## src/rtl/analog_pkg.sv

```systemverilog
// Analog data path package with the shared sample widths, types and limits
`default_nettype none

package analog_pkg;

  ////////////////////
  // Widths
  ////////////////////

  localparam int ADC_W     = 16;         // ADC word width
  localparam int DAC_W     = 14;         // DAC word width
  localparam int DAC_SUM_W = DAC_W + 1;  // One guard bit for the generator + controller sum

  ////////////////////
  // Sample types
  ////////////////////

  // Raw ADC word, offset binary with negative slope
  typedef logic [ADC_W-1:0] adc_raw_t;

  // Acquisition sample after conversion
  typedef logic signed [ADC_W-1:0] adc_smp_t;

  // Generator, controller and saturated DAC samples
  typedef logic signed [DAC_W-1:0] dac_smp_t;

  // Sum before saturation
  typedef logic signed [DAC_SUM_W-1:0] dac_sum_t;

  // Word sent to the converter, offset binary with negative slope
  typedef logic [DAC_W-1:0] dac_code_t;

  ////////////////////
  // DAC range limits
  ////////////////////

  localparam dac_smp_t DAC_MAX = {1'b0, {(DAC_W-1){1'b1}}};  // +8191
  localparam dac_smp_t DAC_MIN = {1'b1, {(DAC_W-1){1'b0}}};  // -8192

endpackage : analog_pkg

`default_nettype wire

```

## src/rtl/reset_sequencer.sv

```systemverilog
// Reset sequencer holding the data path in reset for a fixed window after PLL lock
`timescale 1ns/1ps
`default_nettype none

module reset_sequencer #(
  parameter int unsigned RST_HOLD = 64   // Hold window in adc_clk cycles
) (
  input  logic adc_clk,
  input  logic reset_i,       // System reset, sync, active high
  input  logic pll_locked_i,  // Sampling clock PLL status
  output logic blk_rst_o      // Data path reset, active high
);

  // Counter must reach RST_HOLD itself
  localparam int CNT_W = $clog2(RST_HOLD + 1);

  logic             lock_q;     // Previous lock sample
  logic             lock_rise;  // Lock edge seen this cycle
  logic [CNT_W-1:0] hold_cnt;   // Zero means idle
  logic             hold_act;   // Window still open

  assign lock_rise = pll_locked_i & ~lock_q;
  assign hold_act  = |hold_cnt;

  ////////////////////
  // Lock edge detect
  ////////////////////

  always_ff @(posedge adc_clk) begin
    if (reset_i) begin
      lock_q <= 1'b0;  // Lock already high at release counts as a fresh edge
    end else begin
      lock_q <= pll_locked_i;
    end
  end

  ////////////////////
  // Hold counter
  ////////////////////

  // Starts at the edge, runs 1..RST_HOLD then wraps to idle
  // Lost lock with an idle counter leaves it cleared
  always_ff @(posedge adc_clk) begin
    if (reset_i) begin
      hold_cnt <= '0;
    end else if (lock_rise || hold_act) begin
      if (hold_cnt < CNT_W'(RST_HOLD)) begin
        hold_cnt <= hold_cnt + 1'b1;
      end else begin
        hold_cnt <= '0;  // Window done
      end
    end
  end

  // Merged block reset, one register stage
  always_ff @(posedge adc_clk) begin
    blk_rst_o <= reset_i | hold_act;
  end

endmodule : reset_sequencer

`default_nettype wire

```

## src/rtl/adc_frontend.sv

```systemverilog
// ADC front end converting one channel's raw word to two's complement with loopback select
`timescale 1ns/1ps
`default_nettype none

module adc_frontend
  import analog_pkg::*;
(
  input  logic     adc_clk,
  input  logic     blk_rst_i,       // Data path reset
  input  adc_raw_t adc_raw_i,       // Raw converter word
  input  logic     digital_loop_i,  // Take the DAC sample instead
  input  dac_smp_t loop_smp_i,      // Saturated sample of this channel's DAC path
  output adc_smp_t adc_smp_o        // Acquisition sample
);

  adc_smp_t conv_smp;  // Converted ADC word
  adc_smp_t loop_ext;  // Loop sample in acquisition width

  // Negative slope offset binary -> two's complement
  // MSB kept, rest inverted
  assign conv_smp = {adc_raw_i[ADC_W-1], ~adc_raw_i[ADC_W-2:0]};

  // DAC sample sits in the low bits, upper bits zero as on the board
  assign loop_ext = {{(ADC_W-DAC_W){1'b0}}, loop_smp_i};

  ////////////////////
  // Output register
  ////////////////////

  always_ff @(posedge adc_clk) begin
    if (blk_rst_i) begin
      adc_smp_o <= '0;
    end else if (digital_loop_i) begin
      adc_smp_o <= loop_ext;  // Digital loopback
    end else begin
      adc_smp_o <= conv_smp;
    end
  end

endmodule : adc_frontend

`default_nettype wire

```

## src/rtl/dac_path.sv

```systemverilog
// DAC path summing generator and controller samples with saturation and DAC encoding
`timescale 1ns/1ps
`default_nettype none

module dac_path
  import analog_pkg::*;
(
  input  logic      adc_clk,
  input  logic      blk_rst_i,   // Data path reset
  input  dac_smp_t  asg_smp_i,   // Generator sample
  input  dac_smp_t  pid_smp_i,   // Controller sample
  output dac_smp_t  sat_smp_o,   // Stage 1 result, also the loopback sample
  output dac_code_t dac_code_o   // Stage 2 result to the converter
);

  // Code for a zero sample, 14'h1FFF
  localparam dac_code_t CODE_ZERO = {1'b0, {(DAC_W-1){1'b1}}};

  dac_sum_t sum;      // Full precision sum
  logic     ovf;      // Sum outside 14 bit range
  dac_smp_t sat_smp;  // Clamped sum
  dac_code_t code;    // Encoded stage 1 value

  ////////////////////
  // Stage 1 sum and clamp
  ////////////////////

  // Both operands signed, so sign extended to the sum width
  assign sum = asg_smp_i + pid_smp_i;

  // Top two bits disagree -> result did not fit
  assign ovf = sum[DAC_SUM_W-1] ^ sum[DAC_SUM_W-2];

  always_comb begin
    if (ovf) begin
      sat_smp = sum[DAC_SUM_W-1] ? DAC_MIN : DAC_MAX;  // Sign picks the rail
    end else begin
      sat_smp = sum[DAC_W-1:0];
    end
  end

  always_ff @(posedge adc_clk) begin
    if (blk_rst_i) begin
      sat_smp_o <= '0;
    end else begin
      sat_smp_o <= sat_smp;
    end
  end

  ////////////////////
  // Stage 2 encode
  ////////////////////

  // Sign bit kept, low 13 bits inverted
  // Gives negative slope offset binary for the converter
  assign code = {sat_smp_o[DAC_W-1], ~sat_smp_o[DAC_W-2:0]};

  always_ff @(posedge adc_clk) begin
    if (blk_rst_i) begin
      dac_code_o <= CODE_ZERO;  // Mid scale
    end else begin
      dac_code_o <= code;
    end
  end

endmodule : dac_path

`default_nettype wire

```

## src/rtl/analog_io_top.sv

```systemverilog
// Analog I/O top with reset sequencing, two ADC front ends and two DAC paths
`timescale 1ns/1ps
`default_nettype none

module analog_io_top
  import analog_pkg::*;
#(
  parameter int unsigned RST_HOLD = 64   // Post lock hold window
) (
  input  logic      adc_clk,
  input  logic      reset_i,         // System reset, sync, active high
  input  logic      pll_locked_i,    // PLL lock status
  input  logic      digital_loop_i,  // Loopback both channels
  // ADC
  input  adc_raw_t  adc_a_i,         // CH A raw
  input  adc_raw_t  adc_b_i,         // CH B raw
  // Generator and controller samples
  input  dac_smp_t  asg_a_i,
  input  dac_smp_t  asg_b_i,
  input  dac_smp_t  pid_a_i,
  input  dac_smp_t  pid_b_i,
  // Outputs
  output logic      adc_rst_o,       // Data path reset
  output adc_smp_t  adc_a_o,         // CH A acquisition sample
  output adc_smp_t  adc_b_o,         // CH B acquisition sample
  output dac_code_t dac_a_o,         // CH A DAC code
  output dac_code_t dac_b_o          // CH B DAC code
);

  logic     blk_rst;  // Shared block reset
  dac_smp_t loop_a;   // CH A stage 1 sample back to the front end
  dac_smp_t loop_b;   // CH B stage 1 sample back to the front end

  assign adc_rst_o = blk_rst;

  ////////////////////
  // Reset
  ////////////////////

  reset_sequencer #(
    .RST_HOLD (RST_HOLD)
  ) rst_seq_i (
    .adc_clk      (adc_clk     ),
    .reset_i      (reset_i     ),
    .pll_locked_i (pll_locked_i),
    .blk_rst_o    (blk_rst     )
  );

  ////////////////////
  // Channel A
  ////////////////////

  adc_frontend adc_fe_a_i (
    .adc_clk        (adc_clk       ),
    .blk_rst_i      (blk_rst       ),
    .adc_raw_i      (adc_a_i       ),
    .digital_loop_i (digital_loop_i),
    .loop_smp_i     (loop_a        ),
    .adc_smp_o      (adc_a_o       )
  );

  dac_path dac_a_path_i (
    .adc_clk    (adc_clk),
    .blk_rst_i  (blk_rst),
    .asg_smp_i  (asg_a_i),
    .pid_smp_i  (pid_a_i),
    .sat_smp_o  (loop_a ),  // Loopback source
    .dac_code_o (dac_a_o)
  );

  ////////////////////
  // Channel B
  ////////////////////

  adc_frontend adc_fe_b_i (
    .adc_clk        (adc_clk       ),
    .blk_rst_i      (blk_rst       ),
    .adc_raw_i      (adc_b_i       ),
    .digital_loop_i (digital_loop_i),
    .loop_smp_i     (loop_b        ),
    .adc_smp_o      (adc_b_o       )
  );

  dac_path dac_b_path_i (
    .adc_clk    (adc_clk),
    .blk_rst_i  (blk_rst),
    .asg_smp_i  (asg_b_i),
    .pid_smp_i  (pid_b_i),
    .sat_smp_o  (loop_b ),  // Loopback source
    .dac_code_o (dac_b_o)
  );

endmodule : analog_io_top

`default_nettype wire

```

## config.mk

```make
export PLATFORM = sky130hd
export DESIGN_NAME = analog_io_top
export DESIGN_NICKNAME = d
export VERILOG_FILES = /design/src/rtl/analog_pkg.sv /design/src/rtl/reset_sequencer.sv /design/src/rtl/adc_frontend.sv /design/src/rtl/dac_path.sv /design/src/rtl/analog_io_top.sv
export SDC_FILE = /design/constraint.sdc
export NUM_CORES = 1
export LEC_CHECK = 0
export ABC_AREA = 1
export BUFFER_PORTS_ARGS = -buffer_cell sky130_fd_sc_hd__clkbuf_2
export CAP_MARGIN = 0
export CORE_MARGIN = 10
export CORE_UTILIZATION = 30
export CTS_CLUSTER_DIAMETER = 60
export CTS_CLUSTER_SIZE = 30
export DETAILED_ROUTE_END_ITERATION = 10
export MAX_ROUTING_LAYER = met4
export PLACE_DENSITY = 0.51
export SETUP_SLACK_MARGIN = 0.1
export SLEW_MARGIN = 20
export SYNTH_ARGS = -nofsm -noshare
export SYNTH_HDL_FRONTEND = slang
export SYNTH_HIERARCHICAL = 1
export SYNTH_SLANG_ARGS = --single-unit
```

## constraint.sdc

```tcl
create_clock -name adc_clk -period 1.89 [get_ports adc_clk]
set_input_delay 0.0945 -clock adc_clk [delete_from_list [all_inputs] [get_ports adc_clk]]
set_output_delay 0.0945 -clock adc_clk [all_outputs]
set_load 0.005 [all_outputs]
```

; ---- Word level (Yosys, flattened, before mapping)
; Index checks and enable logic that the tools add are counted.
[word_totals]
latch_bits = 0
n_memories = 0
input_bits = 92
ram_bits = 0
mem_bits_ro = 0
ff_bits = 97
out_inout_bits = 61
wordCells = 34
[op_classes]
bitwise_logic = 9
n_eq_ne = 0
n_div = 0
muxes = 7
add_sub_neg = 3
n_reduce_logical = 3
order_cmp = 1
shifts = 0
multipliers = 0
[ops]
columns = op, n
row1 = $mux 14, 6
row2 = $add 14x14->15, 2
row3 = $not 15->15, 2
row4 = $not 13->13, 2
row5 = $add 7x1->7 const B, 1
row6 = $lt 7x7->1 const B, 1
row7 = $mux 7, 1
row8 = $reduce_or 7->1, 1
row9 = $reduce_or 2->1, 1
row10 = $xor 1x1->1, 2
row11 = $and 1x1->1, 1
row12 = $logic_or 1x1->1, 1
row13 = $not 1->1, 1
row14 = $or 1x1->1, 1

; ---- Logic depth before layout (Yosys ltp)
; Gate-level depths: netlist (run 1).
[depth]
depth_word = 3
ltp_mapped = 14
ltp_nobuf = 13

; ---- Hierarchy
; The synthesis (run 1) kept the hierarchy.
[modules_own_cells]
columns = module, n_inst, area_per_inst_um2, cells_per_inst
row1 = dac_path at dac_b_path_i, 1, 1642.8, 218
row2 = dac_path at dac_a_path_i, 1, 1605.3, 218
row3 = adc_frontend, 2, 581.8, 81
row4 = reset_sequencer, 1, 450.4, 61

; ---- Least setup slack after synthesis (run 1)
; No wires, ideal clock.
[synth_timing]
path_type = input -> register
from = input asg_b_i[0]
to = register dac_b_path_i.sat_smp_o[7]
arrival_ns = 1.482
path_stages = 13
path_buffers = 1
setup_slack_ns = 0.292
required_ns = 1.774
cell_sequence = ha_1 fa_1 nand2_1 nand2_1 nand3_2 nand2_2 nand2_2 nand3_1 nand2_1 nand2_2 buf_6 nand3_1 nand2_1
[synth_via]
elab_chain_len = 3
word_cells_on_any_way = 4
classes_between = 1 x add/sub / 2 x mux / 1 x bitwise
[synth_lines]
columns = item, line
row1 = start: declaration, analog_io_top.sv:19  ; input dac_smp_t asg_b_i,
row2 = $add 14x14->15 *, dac_path.sv:29  ; assign sum = asg_smp_i + pid_smp_i;
row3 = $mux 14 / $xor 1x1->1 (equally long branches), "dac_path.sv:36, dac_path.sv:32"
row4 = $mux 14 *, dac_path.sv:35  ; if (ovf) begin
row5 = end signal: assignment, dac_path.sv:46  ; sat_smp_o <= sat_smp;
row6 = end: declaration, dac_path.sv:12  ; output dac_smp_t sat_smp_o,
; Mark *: on every way between the ends. The rest lies on a longest branch, timed or not.
; A chain may end at the register's enable or synchronous reset.

; ---- Worst setup path in the final report (run 1)
[layout_timing]
from = input asg_b_i[0]
to = register dac_b_path_i.sat_smp_o[2]
; The elaborated chain is that of the path after synthesis.

==> qor.csv, run 1 <==
stage,metric,value,unit
clock_network,ctsResizeCount,0,
min_path,hp-class,input pin to flip-flop,
setup_path,endpoint,dac_b_path_i/sat_smp_o[2]$_SDFF_PP0_,
yosys,seq_area_frac_synth,39.94,%
timing,slew_headroom,65.46,%
yosys,synthFlopType,dfxtp_1,
drt,first_pass_iters,4,
setup_path,crit_required,2.16,ns
final_layout,area_delta_synth_final,31.78,%
yosys,synth_area,0.004862,mm2
pwr,vdd_drop_max,0.0005308,V
floorplan,core_area,0.01589,mm2
floorplan,dieArea,0.02170,mm2
clock_network,clock-root-buffer,clkbuf_16,
place,dp_hpwl,10790,um
clock_network,cts.sinks,97,
drt,drc,0,
setup_path,critPathKind,input pin to flip-flop,
flow_run,drv_cap,0,
final_layout,drive_above_1_share,27.71,%
yosys,ys_async_sr_fraction,0,%
final_layout,layout_common_cells,"nand2_1, clkbuf_2, dfxtp_1",
setup_path,crit_path_start_kind,input pin,
setup_path,reg2reg_from,rst_seq_i/blk_rst_o$_DFF_P_,
timing,finalSetupViolCount,0,
final_layout,layout_commonest_cell,nand2_1,
timing,fin_crit,1.543,ns
clock_network,clock_latency,0.34,ns
setup_path,rrSetupSlack,0.58,ns
drt,dr.first_iter.drc_count,147,
floorplan,pin_count,153,
floorplan,num_rows,46,
timing,fmax,0.6479,GHz
place,place_congestion,0.8328,
yosys,synth_compound_area_share,4.014,%
drt,via_count,4364,
yosys,synth_nets,783,
grt,grt_start_max_net_pins,27,
place,io_buffer_count,152,
yosys,ys_warn_count,6,
yosys,synthAdderAreaFrac,8.543,%
final_layout,fill_cells,1686,
final_layout,fin_util,40.34,%
timing,worst_pin_slew,0.5150,ns
grt,grt_pass1_wl,21450,um
pwr,leakagePower,3.333,nW
place,placed_area,0.005836,mm2
final_layout,fin_nets,967,
run_status,status,finished clean,
final_layout,insertedDiodeCount,0,
floorplan,start_util,30.61,%
timing,finClkSkew,0.004813,ns
drt,drt-total-wl,13250,um
timing,grt_setup_unrepaired,no,
yosys,synthSimpleGateAreaFrac,37.60,%
grt,track_usage,12.43,%
yosys,synth_top_family_by_area,simple AND/OR/NAND/NOR gates,
timing,hold_viol,0,
drt,wl_per_cell,12.45,um
timing,slew_viol_final,0,
clock_network,clock_path_buffers,2,
yosys,synth_area_per_cell,7.378,um2
yosys,syn_inst,659,
setup_path,crit_start,asg_b_i[0],
clock_network,clk_pin_slew,0.06,ns
final_layout,final_area,0.006407,mm2
grt,grt_pass1_vias,4323,
yosys,synth-xor-area-share,3.242,%
clock_network,h-tree-depth,3,
setup_path,worstSetupEndpointType,flip-flop,
yosys,ys_ff_latch,97,
setup_path,timing.rr.end,dac_b_path_i/sat_smp_o[10]$_SDFF_PP0_,
clock_network,cts_tree,built,
setup_path,path_max_fanout,11,
floorplan,dieHeight,147.3,um
pwr,power_density,936.7,mW/mm2
grt,antenna_found_initial,0,
floorplan,die_x,147.3,um
timing,fin_crit_sh,81.66,%
setup_path,crit_arrival,1.81,ns
grt,grt_overflow,0,
yosys,synth_edf_count,0,
setup_path,r2r_cells,3,
drt,ant_nets,0,
yosys,muxShareOfSynthArea,0,%
drt,viasPerCell,4.102,
clock_network,numCtsBuffers,9,
yosys,ys_types,34,
## where the power goes
part | internal (W) | switching (W) | leakage (nW)
combinational | 0.000705 | 0.00104 | 2.40
sequential | 0.00241 | 0.000164 | 0.796
clock | 0.000929 | 0.000757 | 0.135
total | 0.00404 | 0.00196 | 3.33
## final cells by class
type	count	area, um2	area share (%)
sequential	97	1942	30.31
inverter	59	221.5	3.456
timing repair buffer	187	1096	17.11
multi-input combinational	489	2596	40.52
clock inverter	6	42.54	0.6639
clock buffer	10	239.0	3.730
tap	216	270.3	4.218
## how the worst min path moves through the flow
stage	start	endpoint	slack (ns)	depth (start not counted)
after floorplan	reset_i	rst_seq_i/hold_cnt[0]$_SDFFE_PP0P_	0.16	1
after global routing	adc_a_i[12]	adc_fe_a_i/adc_smp_o[12]$_SDFF_PP0_	0.006	4
final	adc_a_i[2]	adc_fe_a_i/adc_smp_o[2]$_SDFF_PP0_	0.01	4
after global placement	adc_b_i[14]	adc_fe_b_i/adc_smp_o[14]$_SDFF_PP0_	0.26	2
after detailed placement	adc_b_i[14]	adc_fe_b_i/adc_smp_o[14]$_SDFF_PP0_	0.26	2
after CTS	adc_a_i[2]	adc_fe_a_i/adc_smp_o[2]$_SDFF_PP0_	0.002	4
## flip-flops by register name, summed over array words and instances, names as in the netlist
signal	flops
dac_a_path_i/dac_code_o	14
dac_b_path_i/dac_code_o	14
rst_seq_i/lock_q	1
rst_seq_i/hold_cnt	7
adc_fe_b_i/adc_smp_o	16
dac_a_path_i/sat_smp_o	14
rst_seq_i/blk_rst_o	1
dac_b_path_i/sat_smp_o	14
adc_fe_a_i/adc_smp_o	16
## stage by stage
step                      power, W   TNS, ns  hold slack [ns]  setup WS (ns)  cells
after floorplan           0.003703         0           0.1614         0.2919    659
after global placement    0.004332         0           0.2618        0.03788   1019
after detailed placement  0.004330  -0.01729           0.2608       -0.01465   1019
after CTS                 0.006094         0         0.001578         0.3426   1064
after global routing      0.006433         0         0.006269         0.1326   1064
final                     0.006002         0          0.01430         0.3466   1064
## Yosys cell counts, drive strengths merged, types with 4 or more instances
library cell  count  area [um2]
xnor2             4       35.03
xor2             14       122.6
nor2            102       397.9
nand4             7       50.05
dfxtp            97        1942
and2              4       25.02
ha               30       375.4
nand3            42       285.3
nor3              7       60.06
or2               4       25.02
a21oi            28       155.2
buf              12       95.09
nand2           231       924.6
inv              57       214.0
o21bai            4       30.03
## worst max-delay path: stages
cell	delay [ns]
clkbuf_2	0.08
ha_1	0.21
fa_1	0.40
nand2_1	0.08
nand2_1	0.07
nand3_2	0.07
nand2_2	0.05
nand2_2	0.10
nand2_2	0.06
nand2_1	0.06
nand2_1	0.05
nand2_2	0.21
nand2_1	0.13
nor2_1	0.14
## per-layer routing
metal  vias up  track usage (%)  share of wire (%)
met5         -                -                  0
met4         0            3.667                1.4
met2       113            18.55                 44
met1      1815            16.37                 50
met3        13            2.887                4.9
li1       2423                -                  -
## timing repair
action | 4_1_cts | 5_1_grt
setup buffers | 0 | 0
hold buffers | 29 | 0
endpoints found under the hold margin | 29 | 0
## logic make-up after synthesis
group | count (synthesis)
XOR/XNOR | 18
AO/OA/AOI/OAI | 34
AND/OR/NAND/NOR | 405
flip-flops | 97
buffers and inverters | 73
adder cells (fa/ha/maj) | 32
No activity file was read; power rests on OpenSTA's default activity.
==> run 2: changes to the inputs <==
Clock period 1.89 ns to 1.5 ns, I/O delays scaled along.
==> run 2 against run 1 <==
Non-clock buffer count up 71; sequential share of layout area shrank 3.8 points; total power up 38%; hold slack gained 0.033 ns; first-iteration DRC count grew 50%; critical endpoint is now dac_b_path_i/sat_smp_o[9]$_SDFF_PP0_; largest power group unchanged; highest routed layer unchanged.
==> qor.csv, run 2 (synthesized netlist as in run 1, its figures left out) <==
stage,metric,value,unit,change
timing,finalSetupViolCount,0,,unchanged
grt,antenna_found_initial,0,,unchanged
setup_path,cp.depth,14,,unchanged
final_layout,drive_above_1_share,37.68,%,was 27.71%
timing,slew_headroom,69.83,%,was 65.46%
timing,finClkSkew,0.007618,ns,was 0.004813 ns
place,placed_area,0.006380,mm2,was 0.005836 mm2
timing,grt_setup_unrepaired,yes,,was no
drt,ant_nets,0,,unchanged
place,place_congestion,0.8202,,was 0.8328
floorplan,core_area,0.01589,mm2,unchanged
floorplan,dieArea,0.02170,mm2,unchanged
floorplan,dieHeight,147.3,um,unchanged
setup_path,critical_path.top_delay_family,simple AND/OR/NAND/NOR gates,,unchanged
final_layout,fill_cells,1657,,was 1686
clock_network,clock_latency,0.34,ns,about the same
floorplan,num_rows,46,,unchanged
clock_network,cts_setup_buffers,0,,unchanged
min_path,hp-class,input pin to flip-flop,,unchanged
run_status,status,finished clean,,unchanged
grt,grt_pass1_vias,4528,,was 4323
final_layout,fin_nets,1040,,was 967
final_layout,stdcell_count,1137,,was 1064
flow_run,drv_cap,0,,unchanged
clock_network,numCtsBuffers,9,,unchanged
final_layout,final_area,0.007328,mm2,was 0.006407 mm2
timing,slew_viol_final,0,,unchanged
place,io_buffer_count,152,,unchanged
clock_network,clock-root-buffer,clkbuf_16,,unchanged
floorplan,die_x,147.3,um,unchanged
grt,grt_overflow,0,,unchanged
setup_path,cpPeakStageDelay,0.36,ns,was 0.40 ns
timing,holdWs,0.04763,ns,was 0.01430 ns
final_layout,area_delta_synth_final,50.72,%,was 31.78%
clock_network,clk_pin_slew,0.07,ns,was 0.06 ns
setup_path,critPathBufInv,2,,was 1
drt,via_count,4673,,was 4364
timing,fmax,0.7458,GHz,
timing,hold_viol,0,,unchanged
drt,drc,0,,unchanged
min_path,hp-start,digital_loop_i,,was adc_a_i[2]
final_layout,fin_util,46.13,%,was 40.34%
setup_path,crit_start,asg_b_i[0],,unchanged
clock_network,h-tree-depth,3,,unchanged
setup_path,worstSetupEndpointType,flip-flop,,unchanged
pwr,vdd_drop_max,0.0005183,V,was 0.0005308 V
pwr,leakagePower,3.734,nW,was 3.333 nW
timing,fin_crit,1.341,ns,
drt,viasPerCell,4.110,,was 4.102
final_layout,layout_common_cells,"nand2_1, clkbuf_2, dfxtp_1",,unchanged
timing,fin_crit_sh,89.39,%,
drt,first_pass_iters,4,,unchanged
clock_network,cts_tree,built,,unchanged
drt,wl_per_cell,12.36,um,was 12.45 um
pwr,power_density,1130,mW/mm2,was 936.7 mW/mm2
grt,grt_start_max_net_pins,27,,unchanged
final_layout,top_regs,"adc_fe_a_i/adc_smp_o: 16 flops, adc_fe_b_i/adc_smp_o: 16 flops",,unchanged
drt,drt-total-wl,14050,um,was 13250 um
floorplan,pin_count,153,,unchanged
setup_path,critPathKind,input pin to flip-flop,,unchanged
setup_path,crit_arrival,1.57,ns,was 1.81 ns
clock_network,cts.sinks,97,,unchanged
drt,dr.first_iter.drc_count,220,,was 147
setup_path,r2r_cells,4,,was 3
clock_network,clock_path_buffers,2,,unchanged
final_layout,insertedDiodeCount,0,,unchanged
setup_path,cp_slowest_cell,fa_2,,was fa_1
setup_path,cp_common_cell,nand2_2,,was nand2_1
setup_path,crit_path_start_kind,input pin,,unchanged
setup_path,reg2reg_from,rst_seq_i/blk_rst_o$_DFF_P_,,unchanged
timing,worst_pin_slew,0.4520,ns,was 0.5150 ns
grt,track_usage,12.69,%,was 12.43%
setup_path,crit_required,1.73,ns,was 2.16 ns
place,dp_hpwl,11160,um,was 10790 um
final_layout,layout_commonest_cell,nand2_1,,unchanged
setup_path,path_cells,clkbuf_2 -> ha_4 -> fa_2 -> nand2_2 -> nand2_2 -> nand3_2 -> nand2_2 -> nand2_4 -> nand3_1 -> nand2_2 -> nand2_4 -> clkbuf_16 -> nand3_2 -> nand2_1,,was clkbuf_2 -> ha_1 -> fa_1 -> nand2_1 -> nand2_1 -> nand3_2 -> nand2_2 -> nand2_2 -> nand2_2 -> nand2_1 -> nand2_1 -> nand2_2 -> nand2_1 -> nor2_1
floorplan,start_util,30.61,%,unchanged
min_path,hold_depth,4,,unchanged
place,place_inst,1083,,was 1019
setup_path,path_max_fanout,4,,was 11
grt,grt_pass1_wl,22190,um,was 21450 um
[run 2: changes by cell type in the layout (fill, tap and decap cells not counted), sizes merged]
cell | before | now
buf | 6 | 70
dlygate4sd3 | 29 | 35
inv | 58 | 60
bufinv | 0 | 1
clkinv | 5 | 4
clkinvlp | 2 | 1
nand2 | 231 | 232
nand3 | 42 | 43
[run 2: what timing repair did]
action | 4_1_cts | 5_1_grt
endpoints found under the hold margin | 35 | 0
endpoints found under the setup margin | 0 | 27
hold buffers | 35 | 0
resized for setup | 0 | 42
[run 2: metal layers]
layer	GRT usage [%]	vias to the layer above	share of wire [%]
met3	2.334	4	3.1
met2	19.07	88	44
met1	17.15	2006	52
met4	3.271	0	0.73
met5	-	-	0
li1	-	2575	-
[run 2: report_power, final]
group,internal [W],total [W],switching [W]
Clock,0.00133,0.00235,0.00102
Combinational,0.00122,0.00268,0.00146
Sequential,0.00303,0.00325,0.000217
[run 2: stage by stage]
| step | TNS, ns | total power [W] | setup slack, ns |
|---|---|---|---|
| 2_1_floorplan | 0 | 0.004692 | 0.03578 |
| 3_3_place_gp | -4.868 | 0.005772 | -0.2086 |
| 3_5_place_dp | -5.159 | 0.005770 | -0.2404 |
| 4_1_cts | 0 | 0.008226 | 0.1239 |
| 5_1_grt | 0 | 0.008862 | 0.07967 |
| 6_report | 0 | 0.008278 | 0.1592 |
[run 2: cell type report]
cell class | count | area, um2 | area share, %
multi-input combinational | 491 | 2909 | 39.70
inverter | 59 | 221.5 | 3.022
timing repair buffer | 258 | 1674 | 22.84
sequential | 97 | 1942 | 26.50
clock inverter | 7 | 86.33 | 1.178
clock buffer | 9 | 225.2 | 3.073
tap | 216 | 270.3 | 3.688
[run 2: path summary, 6_finish.rpt]
| check | slack [ns] | endpoint |
|---|---|---|
| worst max register to register | 0.31 | adc_fe_b_i/adc_smp_o[4]$_SDFF_PP0_ |
| worst min register to register | 0.39 | dac_a_path_i/dac_code_o[3]$_SDFF_PP1_ |
| worst max-delay path | 0.16 | dac_b_path_i/sat_smp_o[9]$_SDFF_PP0_ |
| worst min-delay path | 0.05 | adc_fe_a_i/adc_smp_o[10]$_SDFF_PP0_ |
[run 2: tightest hold or removal path: stages]
cell      delay, ns
clkbuf_2       0.13
nand2_1        0.06
nand2_1        0.05
nor2_1         0.03
